$ cat src/rv_pkg.sv
package rv_pkg;

    localparam int XLEN = 32;
    localparam int ALEN = 32;

    typedef logic [XLEN-1:0] xdata_t;
    typedef logic [ALEN-1:0] addr_t;
    typedef logic [4:0]      reg_sel_t;
    typedef logic [31:0]     instr_t;
    typedef logic [4:0]      opcode_t;
    typedef logic [2:0]      funct3_t;
    typedef logic [6:0]      funct7_t;

    // opcode is instr[6:2] since the low two bits are always 2'b11
    localparam opcode_t OPC_OP     = 5'b01100;
    localparam opcode_t OPC_OP_IMM = 5'b00100;
    localparam opcode_t OPC_LUI    = 5'b01101;
    localparam opcode_t OPC_AUIPC  = 5'b00101;
    localparam opcode_t OPC_JAL    = 5'b11011;
    localparam opcode_t OPC_JALR   = 5'b11001;
    localparam opcode_t OPC_BRANCH = 5'b11000;

    // alternate form for SUB and SRA/SRAI
    localparam funct7_t F7_ALT = 7'b0100000;

    typedef enum logic [1:0] {
        DEC_EMPTY,
        DEC_FULL,
        DEC_HALTED
    } decode_state_t;

endpackage

$ cat src/decode.sv
`timescale 1ns/1ns

module decode import rv_pkg::*; (
    input  logic     clk,
    input  logic     rst,
    input  logic     prev_stalled,
    input  instr_t   instr,
    input  addr_t    instr_addr,
    input  logic     exec_pipeline_flush,
    input  logic     stall_prev,
    output logic     stall_this,

    output logic     decode_stalled,
    output logic     decode_exception,
    output logic     decode_is_jump,
    output logic     decode_is_reg_write,
    output addr_t    decode_instruction_addr,
    output addr_t    decode_instruction_next_addr,
    output opcode_t  opcode,
    output reg_sel_t rd,
    output funct3_t  funct3,
    output reg_sel_t rs1,
    output reg_sel_t rs2,
    output funct7_t  funct7,
    output xdata_t   decode_rs1_data,
    output xdata_t   decode_rs2_data,
    output xdata_t   i_imm,
    output xdata_t   u_imm,
    output xdata_t   j_imm,
    output xdata_t   b_imm,

    output reg_sel_t rs1_sel,
    output reg_sel_t rs2_sel,
    input  xdata_t   rs1_rdata,
    input  xdata_t   rs2_rdata
);

    decode_state_t state;
    opcode_t       in_opcode;
    funct3_t       in_funct3;
    funct7_t       in_funct7;
    logic          in_illegal;
    logic          in_is_jump;
    logic          in_is_reg_write;
    logic          take;
    logic          pass;

    assign in_opcode = instr[6:2];
    assign in_funct3 = instr[14:12];
    assign in_funct7 = instr[31:25];
    // register file is read while the instruction is offered
    assign rs1_sel = instr[19:15];
    assign rs2_sel = instr[24:20];

    always_comb begin
        in_is_jump = 1'b0;
        in_is_reg_write = 1'b1;
        in_illegal = instr[1:0] != 2'b11;
        case (in_opcode)
            OPC_OP: begin
                // only ADD/SUB and SRL/SRA have an alternate form
                if (in_funct7 == F7_ALT)
                    in_illegal = in_illegal || (in_funct3 != 3'b000 && in_funct3 != 3'b101);
                else if (in_funct7 != 7'b0)
                    in_illegal = 1'b1;
            end
            OPC_OP_IMM, OPC_LUI, OPC_AUIPC: begin
            end
            OPC_JAL, OPC_JALR: in_is_jump = 1'b1;
            OPC_BRANCH: begin
                in_is_jump = 1'b1;
                in_is_reg_write = 1'b0;
            end
            default: begin
                in_illegal = 1'b1;
                in_is_reg_write = 1'b0;
            end
        endcase
    end

    // an offered instruction is dropped while a flush is up
    assign take = !prev_stalled && !stall_this && !exec_pipeline_flush;
    assign pass = state == DEC_FULL && !stall_prev;
    assign stall_this = (state == DEC_FULL && stall_prev) || state == DEC_HALTED;
    assign decode_stalled = state != DEC_FULL;

    always_ff @(posedge clk) begin
        if (rst) begin
            state <= DEC_EMPTY;
        end else if (exec_pipeline_flush) begin
            state <= DEC_EMPTY;
        end else if (pass && decode_exception) begin
            state <= DEC_HALTED;
        end else if (take) begin
            state <= DEC_FULL;
        end else if (pass) begin
            state <= DEC_EMPTY;
        end
    end

    always_ff @(posedge clk) begin
        if (take) begin
            decode_exception <= in_illegal;
            decode_is_jump <= in_is_jump;
            decode_is_reg_write <= in_is_reg_write;
            decode_instruction_addr <= instr_addr;
            decode_instruction_next_addr <= instr_addr + addr_t'(4);
            opcode <= in_opcode;
            rd <= instr[11:7];
            funct3 <= in_funct3;
            rs1 <= rs1_sel;
            rs2 <= rs2_sel;
            funct7 <= in_funct7;
            decode_rs1_data <= rs1_rdata;
            decode_rs2_data <= rs2_rdata;
            i_imm <= {{20{instr[31]}}, instr[31:20]};
            u_imm <= {instr[31:12], 12'b0};
            j_imm <= {{12{instr[31]}}, instr[19:12], instr[20], instr[30:21], 1'b0};
            b_imm <= {{20{instr[31]}}, instr[7], instr[30:25], instr[11:8], 1'b0};
        end
    end

endmodule

$ cat src/exec_int.sv
`timescale 1ns/1ns

module exec_int import rv_pkg::*; (
    input  logic    clk,
    input  logic    rst,
    input  logic    input_valid,
    input  logic    input_is_int,
    input  opcode_t opcode,
    input  funct3_t funct3,
    input  funct7_t funct7,
    input  xdata_t  i_imm,
    input  xdata_t  u_imm,
    input  addr_t   decode_instruction_addr,
    input  xdata_t  rs1_data,
    input  xdata_t  rs2_data,
    output logic    exec_int_output_valid,
    output logic    exec_int_exception,
    output xdata_t  exec_int_result
);

    xdata_t operand_b;
    xdata_t result;
    logic   alt;
    logic   illegal;
    logic   fire;

    assign operand_b = opcode == OPC_OP ? rs2_data : i_imm;
    assign alt = funct7 == F7_ALT;
    assign fire = input_valid && input_is_int;

    always_comb begin
        illegal = 1'b0;
        result = '0;
        if (opcode == OPC_LUI) begin
            result = u_imm;
        end else if (opcode == OPC_AUIPC) begin
            result = decode_instruction_addr + u_imm;
        end else begin
            case (funct3)
                3'b000: begin
                    if (opcode == OPC_OP && alt)
                        result = rs1_data - operand_b;
                    else
                        result = rs1_data + operand_b;
                end
                3'b001: result = rs1_data << operand_b[4:0];
                3'b010: result = xdata_t'($signed(rs1_data) < $signed(operand_b));
                3'b011: result = xdata_t'(rs1_data < operand_b);
                3'b100: result = rs1_data ^ operand_b;
                3'b101: begin
                    if (alt)
                        result = $signed(rs1_data) >>> operand_b[4:0];
                    else
                        result = rs1_data >> operand_b[4:0];
                end
                3'b110: result = rs1_data | operand_b;
                default: result = rs1_data & operand_b;
            endcase
            // immediate shifts carry funct7 too; decode only screens OP
            if (opcode == OPC_OP || funct3 == 3'b001 || funct3 == 3'b101)
                illegal = funct7 != 7'b0
                          && !(alt && (funct3 == 3'b101 || (funct3 == 3'b000 && opcode == OPC_OP)));
        end
    end

    always_ff @(posedge clk) begin
        if (rst) begin
            exec_int_output_valid <= 1'b0;
            exec_int_exception <= 1'b0;
        end else begin
            exec_int_output_valid <= fire;
            exec_int_exception <= fire && illegal;
        end
    end

    always_ff @(posedge clk) begin
        if (fire)
            exec_int_result <= result;
    end

endmodule

$ cat src/exec_branch.sv
`timescale 1ns/1ns

module exec_branch import rv_pkg::*; (
    input  logic    clk,
    input  logic    rst,
    input  logic    input_valid,
    input  logic    input_is_branch,
    input  opcode_t opcode,
    input  funct3_t funct3,
    input  xdata_t  i_imm,
    input  xdata_t  j_imm,
    input  xdata_t  b_imm,
    input  addr_t   decode_instruction_addr,
    input  addr_t   decode_instruction_next_addr,
    input  xdata_t  rs1_data,
    input  xdata_t  rs2_data,
    output logic    exec_branch_output_valid,
    output logic    exec_branch_exception,
    output xdata_t  exec_branch_result,
    output addr_t   exec_branch_target,
    output logic    exec_mispredict_detected
);

    addr_t target;
    logic  taken;
    logic  bad_funct3;
    logic  fault;
    logic  fire;

    always_comb begin
        taken = 1'b0;
        bad_funct3 = 1'b0;
        target = decode_instruction_addr + b_imm;
        case (opcode)
            OPC_JAL: begin
                taken = 1'b1;
                target = decode_instruction_addr + j_imm;
            end
            OPC_JALR: begin
                taken = 1'b1;
                target = (rs1_data + i_imm) & ~addr_t'(1);
                bad_funct3 = funct3 != 3'b000;
            end
            default: begin
                case (funct3)
                    3'b000: taken = rs1_data == rs2_data;
                    3'b001: taken = rs1_data != rs2_data;
                    3'b100: taken = $signed(rs1_data) < $signed(rs2_data);
                    3'b101: taken = $signed(rs1_data) >= $signed(rs2_data);
                    3'b110: taken = rs1_data < rs2_data;
                    3'b111: taken = rs1_data >= rs2_data;
                    default: bad_funct3 = 1'b1;
                endcase
            end
        endcase
    end

    // only a taken transfer can fault on its target
    assign fault = bad_funct3 || (taken && target[1:0] != 2'b00);
    assign fire = input_valid && input_is_branch;

    always_ff @(posedge clk) begin
        if (rst) begin
            exec_branch_output_valid <= 1'b0;
            exec_branch_exception <= 1'b0;
            exec_mispredict_detected <= 1'b0;
        end else begin
            exec_branch_output_valid <= fire;
            exec_branch_exception <= fire && fault;
            // no predictor, so every taken transfer redirects fetch
            exec_mispredict_detected <= fire && taken && !fault;
        end
    end

    always_ff @(posedge clk) begin
        if (fire) begin
            exec_branch_result <= decode_instruction_next_addr;
            exec_branch_target <= target;
        end
    end

endmodule

$ cat src/exec.sv
`timescale 1ns/1ns

module exec import rv_pkg::*; (
    input  logic     clk,
    input  logic     rst,
    input  logic     prev_stalled,
    output logic     stall_prev,
    output logic     stall_next,

    input  logic     decode_exception,
    input  logic     decode_is_jump,
    input  logic     decode_is_reg_write,
    input  addr_t    decode_instruction_addr,
    input  addr_t    decode_instruction_next_addr,
    input  opcode_t  opcode,
    input  reg_sel_t rd,
    input  funct3_t  funct3,
    input  reg_sel_t rs1,
    input  reg_sel_t rs2,
    input  funct7_t  funct7,
    input  xdata_t   decode_rs1_data,
    input  xdata_t   decode_rs2_data,
    input  xdata_t   i_imm,
    input  xdata_t   u_imm,
    input  xdata_t   j_imm,
    input  xdata_t   b_imm,

    output logic     exec_exception,
    output logic     exec_is_branch,
    output logic     exec_is_reg_write,
    output reg_sel_t exec_reg_write_sel,
    output xdata_t   exec_result,
    output addr_t    exec_branch_target,
    output logic     exec_pipeline_flush
);

    logic   busy;
    logic   stopped_after_exception;
    logic   accept;
    logic   input_valid;
    logic   input_is_int;
    logic   input_is_branch;
    logic   result_commit;
    xdata_t rs1_data;
    xdata_t rs2_data;

    logic   exec_int_output_valid;
    logic   exec_int_exception;
    xdata_t exec_int_result;
    logic   exec_branch_output_valid;
    logic   exec_branch_exception;
    xdata_t exec_branch_result;

    // decode read its operands a cycle before this result reached the register file
    assign result_commit = !stall_next && exec_is_reg_write && !exec_exception
                           && exec_reg_write_sel != '0;
    assign rs1_data = (result_commit && exec_reg_write_sel == rs1) ? exec_result
                                                                   : decode_rs1_data;
    assign rs2_data = (result_commit && exec_reg_write_sel == rs2) ? exec_result
                                                                   : decode_rs2_data;

    // items behind a taken transfer or an exception are dropped
    assign accept = !prev_stalled && !stall_prev && !exec_pipeline_flush && !exec_exception;
    assign input_valid = accept && !decode_exception;
    assign input_is_int = !opcode[4] && opcode[2];
    assign input_is_branch = decode_is_jump;
    assign exec_is_branch = exec_branch_output_valid;
    assign stall_prev = busy && stall_next;

    exec_int exec_int0 (.*);

    exec_branch exec_branch0 (
        .exec_mispredict_detected(exec_pipeline_flush),
        .*
    );

    always_ff @(posedge clk) begin
        if (rst) begin
            busy <= 1'b0;
            stopped_after_exception <= 1'b0;
            exec_is_reg_write <= 1'b0;
            exec_reg_write_sel <= '0;
        end else begin
            if (input_valid) begin
                busy <= 1'b1;
                exec_is_reg_write <= decode_is_reg_write;
                exec_reg_write_sel <= rd;
            end else if (!stall_next) begin
                busy <= 1'b0;
            end
            // once stopped, hold decode off for good
            if ((accept && decode_exception) || exec_exception) begin
                stopped_after_exception <= 1'b1;
                busy <= 1'b1;
            end
        end
    end

    always_comb begin
        unique case (1'b1)
            exec_branch_output_valid: begin
                stall_next = 1'b0;
                exec_exception = exec_branch_exception;
                exec_result = exec_branch_result;
            end
            exec_int_output_valid: begin
                stall_next = 1'b0;
                exec_exception = exec_int_exception;
                exec_result = exec_int_result;
            end
            default: begin
                stall_next = 1'b1;
                exec_exception = stopped_after_exception;
                exec_result = '0;
            end
        endcase
    end

endmodule

$ cat src/writeback.sv
`timescale 1ns/1ns

module writeback import rv_pkg::*; (
    input  logic     clk,
    input  logic     rst,
    input  logic     we,
    input  reg_sel_t waddr,
    input  xdata_t   wdata,
    input  reg_sel_t rs1_sel,
    input  reg_sel_t rs2_sel,
    output xdata_t   rs1_rdata,
    output xdata_t   rs2_rdata
);

    xdata_t regs [32];

    always_ff @(posedge clk) begin
        if (rst) begin
            for (int i = 0; i < 32; i++)
                regs[i] <= '0;
        end else if (we && waddr != '0) begin
            regs[waddr] <= wdata;
        end
    end

    // same-cycle write goes straight through to the readers
    assign rs1_rdata = (rs1_sel == '0) ? '0
                     : (we && waddr == rs1_sel) ? wdata
                     : regs[rs1_sel];
    assign rs2_rdata = (rs2_sel == '0) ? '0
                     : (we && waddr == rs2_sel) ? wdata
                     : regs[rs2_sel];

endmodule

$ cat src/core_exec_top.sv
`timescale 1ns/1ns

module core_exec_top import rv_pkg::*; (
    input  logic     clk,
    input  logic     rst,
    input  logic     instr_valid,
    input  instr_t   instr,
    input  addr_t    instr_addr,
    output logic     instr_stall,
    output logic     redirect_valid,
    output addr_t    redirect_addr,
    output logic     wb_valid,
    output reg_sel_t wb_rd,
    output xdata_t   wb_data,
    output logic     exception
);

    logic     stall_prev;
    logic     stall_next;
    logic     decode_stalled;
    logic     decode_exception;
    logic     decode_is_jump;
    logic     decode_is_reg_write;
    addr_t    decode_instruction_addr;
    addr_t    decode_instruction_next_addr;
    opcode_t  opcode;
    reg_sel_t rd;
    funct3_t  funct3;
    reg_sel_t rs1;
    reg_sel_t rs2;
    funct7_t  funct7;
    xdata_t   decode_rs1_data;
    xdata_t   decode_rs2_data;
    xdata_t   i_imm;
    xdata_t   u_imm;
    xdata_t   j_imm;
    xdata_t   b_imm;
    reg_sel_t rs1_sel;
    reg_sel_t rs2_sel;
    xdata_t   rs1_rdata;
    xdata_t   rs2_rdata;
    logic     exec_is_reg_write;

    // x0 writes and anything from a faulting item never reach the register file
    assign wb_valid = !stall_next && exec_is_reg_write && !exception && wb_rd != '0;

    decode decode0 (
        .prev_stalled(!instr_valid),
        .stall_this(instr_stall),
        .exec_pipeline_flush(redirect_valid),
        .*
    );

    exec exec0 (
        .prev_stalled(decode_stalled),
        .exec_exception(exception),
        .exec_is_branch(),
        .exec_reg_write_sel(wb_rd),
        .exec_result(wb_data),
        .exec_branch_target(redirect_addr),
        .exec_pipeline_flush(redirect_valid),
        .*
    );

    writeback writeback0 (
        .we(wb_valid),
        .waddr(wb_rd),
        .wdata(wb_data),
        .*
    );

endmodule

$ cat config.mk
export PLATFORM = sky130hd
export DESIGN_NAME = core_exec_top
export DESIGN_NICKNAME = d
export VERILOG_FILES = /design/src/rv_pkg.sv /design/src/decode.sv /design/src/exec_int.sv /design/src/exec_branch.sv /design/src/exec.sv /design/src/writeback.sv /design/src/core_exec_top.sv
export SDC_FILE = /design/constraint.sdc
export NUM_CORES = 2
export LEC_CHECK = 0
export BUFFER_PORTS_ARGS = -buffer_cell sky130_fd_sc_hd__buf_2
export CAP_MARGIN = 25
export CORE_MARGIN = 5
export CORE_UTILIZATION = 58
export DETAILED_ROUTE_END_ITERATION = 10
export PLACE_DENSITY = 0.77
export REMOVE_ABC_BUFFERS = 1
export SYNTH_ARGS = -nofsm -noshare
export SYNTH_HDL_FRONTEND = slang
export SYNTH_SLANG_ARGS = --single-unit
$ cat constraint.sdc
create_clock -name clk -period 16.6 [get_ports clk]
set_input_delay 3.32 -clock clk [delete_from_list [all_inputs] [get_ports clk]]
set_output_delay 3.32 -clock clk [all_outputs]
set_load 0.005 [all_outputs]
# Yosys cells after proc, flatten, opt, wreduce, memory -nomap -nowiden
# Memory sizes are Yosys's and may differ from the RTL's.
# Index checks and enable logic that the tools add are counted.
[classes]
n_addsub = 7
n_lt_le_gt_ge = 6
eq_ne = 32
n_shift = 3
muxes = 40
bitwise = 3
n_reduce_logical = 69
[ops]
columns = ["operator", "count"]
rows = [
  ["$mux 32", 10],
  ["$pmux 32 s7", 1],
  ["$add 32x32->32", 5],
  ["$lt 32x32->1", 4],
  ["$pmux 32 s2", 2],
  ["$ge 32x32->1", 2],
  ["$add 32x3->32 const B", 1],
  ["$and 32x32->32", 1],
  ["$eq 32x32->1", 1],
  ["$logic_and 1x1->1", 32],
  ["$ne 32x32->1", 1],
  ["$or 32x32->32", 1],
  ["$reduce_or 32->1", 1],
  ["$shl 32x5->32", 1],
  ["$shr 32x5->32", 1],
  ["$sshr 32x5->32", 1],
  ["$sub 32x32->32", 1],
  ["$xor 32x32->32", 1],
  ["$eq 5x5->1 const B", 5],
  ["$eq 5x4->1 const B", 4],
  ["$eq 5x5->1", 4],
  ["$mux 1", 19],
  ["$reduce_or 6->1", 3],
  ["$eq 5x3->1 const B", 3],
  ["23 further kinds", 55],
]
[totals]
regBits = 336
ram_bits = 1024
in_bits = 67
out_inout_bits = 73
wordCells = 193
n_memories = 1
[mem_list]
columns = ["memory", "words", "word_bits", "read_ports", "rd_clocked_by_memory_dff", "write_ports", "line", "source"]
rows = [
  ["writeback0.regs", 32, 32, 2, 0, 32, "writeback.sv:15", "xdata_t regs [32];"],
]

# Logic depth before layout (Yosys ltp)
[logic_depth]
depth_word = 13
ltp_mapped = 27
mapped_depth_nobuf = 21

# Modules after synthesis
# From an unflattened synthesis, not the netlist that was laid out.
[hier_totals]
cells_unflattened = 6980
hier_area_um2 = 82641.8
[by_module_without_submodules]
columns = ["module", "instances", "cells_per_inst", "area_per_inst_um2", "seq_area_each_um2"]
rows = [
  ["writeback", 1, 3740, 54722.5, 30749.5],
  ["exec_int", 1, 1947, 13000.0, 1001.0],
  ["exec_branch", 1, 708, 6670.1, 1981.9],
  ["decode", 1, 417, 6626.4, 4814.6],
  ["exec", 1, 164, 1597.8, 160.2],
  ["core_exec_top", 1, 4, 25.0, 0.0],
]

# Worst setup path after synthesis
# No wires, ideal clock.
[synth_path]
kind = "input to register"
from = "input instr_valid"
to = "register decode0.state[0]"
setup_time_ns = 0.123
t_arrival_ns = 15.628
required_time_ns = 16.477
setup_slack_ns = 0.848
stages = 3
n_path_buf = 0
path_cell_list = "nor3b_1 > a22oi_1 > nor3_1"
[synth_between]
elab_chain_cells = 3
word_cells_on_any_way = 4
cone_classes = "1 x mux; 3 x reduce/logical"
[synth_rtl]
columns = ["item", "line", "source"]
rows = [
  ["from (decl)", "core_exec_top.sv:6", "input logic instr_valid,"],
  ["$logic_and 1x1->1 (*) (2 in series)", "decode.sv:82", "assign take = !prev_stalled && !stall_this && !exec_pipeline_flush;"],
  ["$mux 2 or $reduce_bool 2->1 (tied branches)", "--", ""],
  ["to (signal assigned)", "decode.sv:93", "state <= DEC_HALTED;"],
  ["to (signal assigned)", "decode.sv:95", "state <= DEC_FULL;"],
  ["to (signal assigned)", "decode.sv:97", "state <= DEC_EMPTY;"],
  ["to (decl)", "decode.sv:38", "decode_state_t state;"],
]
# Mark *: on every way between the ends. The rest lies on a longest branch, timed or not.
# A chain may end at the register's enable or synchronous reset.

# Worst setup path after layout
[layout_path]
from = "register exec0.exec_branch0.exec_branch_output_valid"
to = "register exec0.exec_int0.exec_int_result[30] (data pin)"
[layout_between]
elab_chain_cells = 12
word_cells_on_any_way = 25
cone_classes = "2 x add/sub; 3 x shift; 10 x mux; 3 x bitwise; 7 x reduce/logical"
[layout_rtl]
columns = ["item", "line", "source"]
rows = [
  ["from (decl)", "exec_branch.sv:17", "output logic exec_branch_output_valid,"],
  ["from (signal assigned)", "exec_branch.sv:68", "exec_branch_output_valid <= fire;"],
  ["$pmux 1 s2 or $reduce_or 2->1 (tied branches)", "--", ""],
  ["$logic_not 1->1 or $logic_and 1x1->1 (tied branches)", "exec.sv:55", "assign result_commit = !stall_next && exec_is_reg_write && !exec_exception"],
  ["$logic_and 1x1->1", "exec.sv:55", ""],
  ["$logic_and 1x1->1", "exec.sv:56", "&& exec_reg_write_sel != '0;"],
  ["$logic_and 1x1->1", "exec.sv:59", "assign rs2_data = (result_commit && exec_reg_write_sel == rs2) ? exec_result"],
  ["$mux 32", "exec.sv:59", ""],
  ["$mux 32", "exec_int.sv:27", "assign operand_b = opcode == OPC_OP ? rs2_data : i_imm;"],
  ["$add 32x32->32 (tied with other cells)", "exec_int.sv:44", "result = rs1_data + operand_b;"],
  ["$mux 32, on equally long branches", "exec_int.sv:41, exec_int.sv:51", ""],
  ["$pmux 32 s7 (*)", "exec_int.sv:39", "case (funct3)"],
  ["$mux 32 (*)", "exec_int.sv:36", "end else if (opcode == OPC_AUIPC) begin"],
  ["$mux 32 (*)", "exec_int.sv:34", "if (opcode == OPC_LUI) begin"],
  ["named net exec0.exec_int0.result[30]", "exec_int.sv:22", "xdata_t result;"],
  ["to (signal assigned)", "exec_int.sv:78", "exec_int_result <= result;"],
  ["to (decl)", "exec_int.sv:18", "output xdata_t exec_int_result"],
]
# Mark *: on every way through the listed nets, which the timed path passes. The rest lies on a longest branch.

==> run summary <==
DRT Pass-1 Iters - 11
Synth Area in Compound Gates - 0.0951
Worst Setup End Kind - register
CP Launch Type - register
Slew Limit Fails - 0
ys flop type - edfxtp_1
port buffer count - 139
XOR/XNOR Fraction of Synth Area - 0.0149
largest family of logic cells by synthesized area - multiplexers
I/O pin count - 140
Max VDD drop - 0.104 mV
CTS Root Cell - clkbuf_16
Placer Congestion - 1.06
antenna viol nets, final - 0
DIE AREA - 140000 um2
DR iter-0 viols - 10700
max_cap viols - 0
RSZ-0062 raised after global routing - false
Yosys reg bits - 1294
critical path peak fanout - 57
Initial Util - 0.584
sequential element share of the synthesized area - 0.504
CTS tree - built
post-synthesis simple-gate area fraction - 0.108
Mapped Avg Cell Area - 12.2 um2
FP Rows - 133
Clock Skew - 48.9 ps
Hold WC Path Type - register to register
post-synthesis mux area share - 0.207
most numerous cell in the Yosys netlist - nor2_1
Synth top area share - 0.500
Worst slew margin - 0.192
crit path DAT - 7680 ps
CP Launch Point - exec0.exec_branch0.exec_branch_output_valid
drc violations - 1
Clock Sinks - 1294
area of the core - 131000 um2
r2r startpoint - exec0.exec_branch0.exec_branch_output_valid
vias in the first global route - 60000
Die Wd - 374 um
Seq. cell area - 38700 um2
share of layout cells above drive strength 1 - 0.213
Area Growth Syn to Fin - 9.45%
status - finished with violations
fmax - 140 MHz
total global routing overflow - 0
Max Root-Sink Buffers - 3
post-CTS sizing - 0
Reg2Reg Depth - 23
synth top area cells - edfxtp_1 50%, mux4_2 17%, nor2_1 6.6%
Critical Path Sink - exec0.exec_int0.exec_int_result[30]
multi-input logic area - 35900 um2
Post-Synthesis Cells - 6302
number of synthesized flops with an enable pin - 1279
Leak - 29.5 nW
Post-Route WL - 297000 um
worst setup margin - 9440 ps
all-layer global routing usage - 0.417
Post-layout nets - 6543
Die Y-Extent - 374 um
Reg2Reg Capture Point - exec0.exec_int0.exec_int_result[30]
reg2reg setup slack - 9440 ps
cts bufs inserted - 138
CTS Hold Buffers Added - 0
first-pass GRT wire length - 421000 um
commonest cells in the synthesized netlist - 1354 x nor2_1, 1279 x edfxtp_1, 574 x mux4_2, 424 x clkbuf_1, 312 x a21oi_1
ys async rst share - 0
fin crit share - 0.431
mapped cell area - 76800 um2
CTS clk-pin slew, worst paths - 60 ps
Req. time, crit path - 17120 ps
Fin. Hold Viols - 0
DP Wirelength - 194000 um
clk_lat worst skew - 800 ps
setup TNS - 0 ps
fill cell count - 9624
Cell variety after synth - 107
Yosys Warn Count - 0
Post-Synth Adder-Cell Area - 0.0354
Via Count - 60600
pwr/cell area - 104 nW/um2
Worst-Margin Slew - 1210 ps
top cell type by total area after synthesis - edfxtp_1
critical path class - register to register
largest net degree at the start of global routing - 154
final setup violation count - 0
post-CTS setup buffers - 0
CTS H-tree depth - 4
initial antenna violation count - 21
failing checks - design-rule violations
worst slack, placed - 9070 ps
minimum clock period - 7160 ps
Routed wire per std cell - 36.5 um
DR vias/cell - 7.45
## how the worst min path moves through the flow
stage / to / cells past startpoint / startpoint
final: exec0.exec_branch0.exec_branch_result[6] / 0 / decode0.decode_instruction_next_addr[6]
after floorplan: exec0.exec_branch0.exec_branch_result[10] / 0 / decode0.decode_instruction_next_addr[10]
after detailed placement: exec0.exec_branch0.exec_branch_result[10] / 0 / decode0.decode_instruction_next_addr[10]
after global routing: exec0.exec_branch0.exec_branch_result[5] / 0 / decode0.decode_instruction_next_addr[5]
after CTS: exec0.exec_branch0.exec_branch_result[6] / 0 / decode0.decode_instruction_next_addr[6]
after global placement: exec0.exec_branch0.exec_branch_result[2] / 0 / decode0.decode_instruction_next_addr[2]
## metrics by stage
step | std cells | instance area [um2] | total power [W] | utilization | hold WS, ps
finish | 8134 | 84100 | 0.00877 | 0.639 | 402
global route | 8121 | 84000 | 0.00900 | 0.639 | 419
CTS | 8116 | 83900 | 0.00869 | 0.638 | 401
detailed placement | 7872 | 79600 | 0.00571 | 0.605 | 405
global placement | 7866 | 79500 | 0.00568 | 0.605 | 401
floorplan | 5788 | 74700 | 0.00500 | - | 400
## routing by layer
layer  up-vias  GRT usage  part of all wire
li1      23800          -                 -
met3      1540      0.145              0.15
met1     29400      0.505              0.32
met2      5824      0.628              0.44
met4        10      0.293             0.091
met5         -          0           0.00025
## state kept, by name, summed over array words and instances, names as in the netlist, 2 cells and up
name                                   flops
exec0.exec_branch0.exec_branch_target     32
exec0.exec_int0.exec_int_result           32
decode0.rd                                 4
decode0.decode_rs1_data                   32
decode0.opcode                             5
decode0.rs1                                4
decode0.i_imm                             12
decode0.state                              2
decode0.funct3                             2
decode0.decode_instruction_next_addr      32
decode0.u_imm                              2
writeback0.regs                         1024
decode0.decode_instruction_addr           30
exec0.exec_reg_write_sel                   5
exec0.exec_branch0.exec_branch_result     32
decode0.decode_rs2_data                   32
## critical path, stage by stage, from the launching register on
cell      delay, ps
dfxtp_2         310
buf_4           520
a22o_1          330
a211o_1         430
clkinv_4        180
nand3_2          90
buf_4           490
nor2_1          100
a21oi_1         200
o21a_1          130
buf_4           310
ha_1            370
a21o_1          230
or3_1           370
o211ai_1        390
a211oi_1        220
and3_1          260
o311ai_0        640
a21oi_1         180
o221a_2         310
o31a_1          290
o21ai_0          90
xor2_1          120
a221o_1         300
## where the power goes
part	leakage, nW	switching, W	internal [W]
Sequential	13.1	0.000104	0.00376
Combinational	14.3	0.00119	0.000686
Clock	2.11	0.00135	0.00169
Total	29.5	0.00264	0.00613
## cell usage in the layout (no fill, tap or decap), drive strengths merged, types with 87 or more instances in the layout
cell type / synthesis / routed
inv: 140 / 147
a211oi: 128 / 128
a21oi: 314 / 314
nor2: 1355 / 1355
mux4: 574 / 574
nand2: 280 / 280
o21ai: 217 / 217
xnor2: 87 / 87
mux2i: 171 / 171
clkbuf: 424 / 174
buf: 121 / 332
mux2: 106 / 106
edfxtp: 1279 / 1279
ha: 209 / 209
## logic make-up (layout without fill, tap and decap cells)
group / count (synthesis) / in the layout
compound gates: 1123 / 1123
fa+ha+maj: 214 / 214
mux: 851 / 851
other cells: 1 / 45
xor+xnor: 131 / 131
buf+inv: 690 / 723
simple gates: 1998 / 1998
flops: 1294 / 1294
## final cells by class
class / instances / area share
flip-flops and latches: 1294 / 0.461
multi-input cells: 4349 / 0.427
clock buffers: 173 / 0.0434
repair buffers: 334 / 0.0276
well taps: 1755 / 0.0261
clock inverters: 71 / 0.00854
inverters: 145 / 0.00664
diodes: 13 / 0.000387
(Power assumes the default switching activity.)
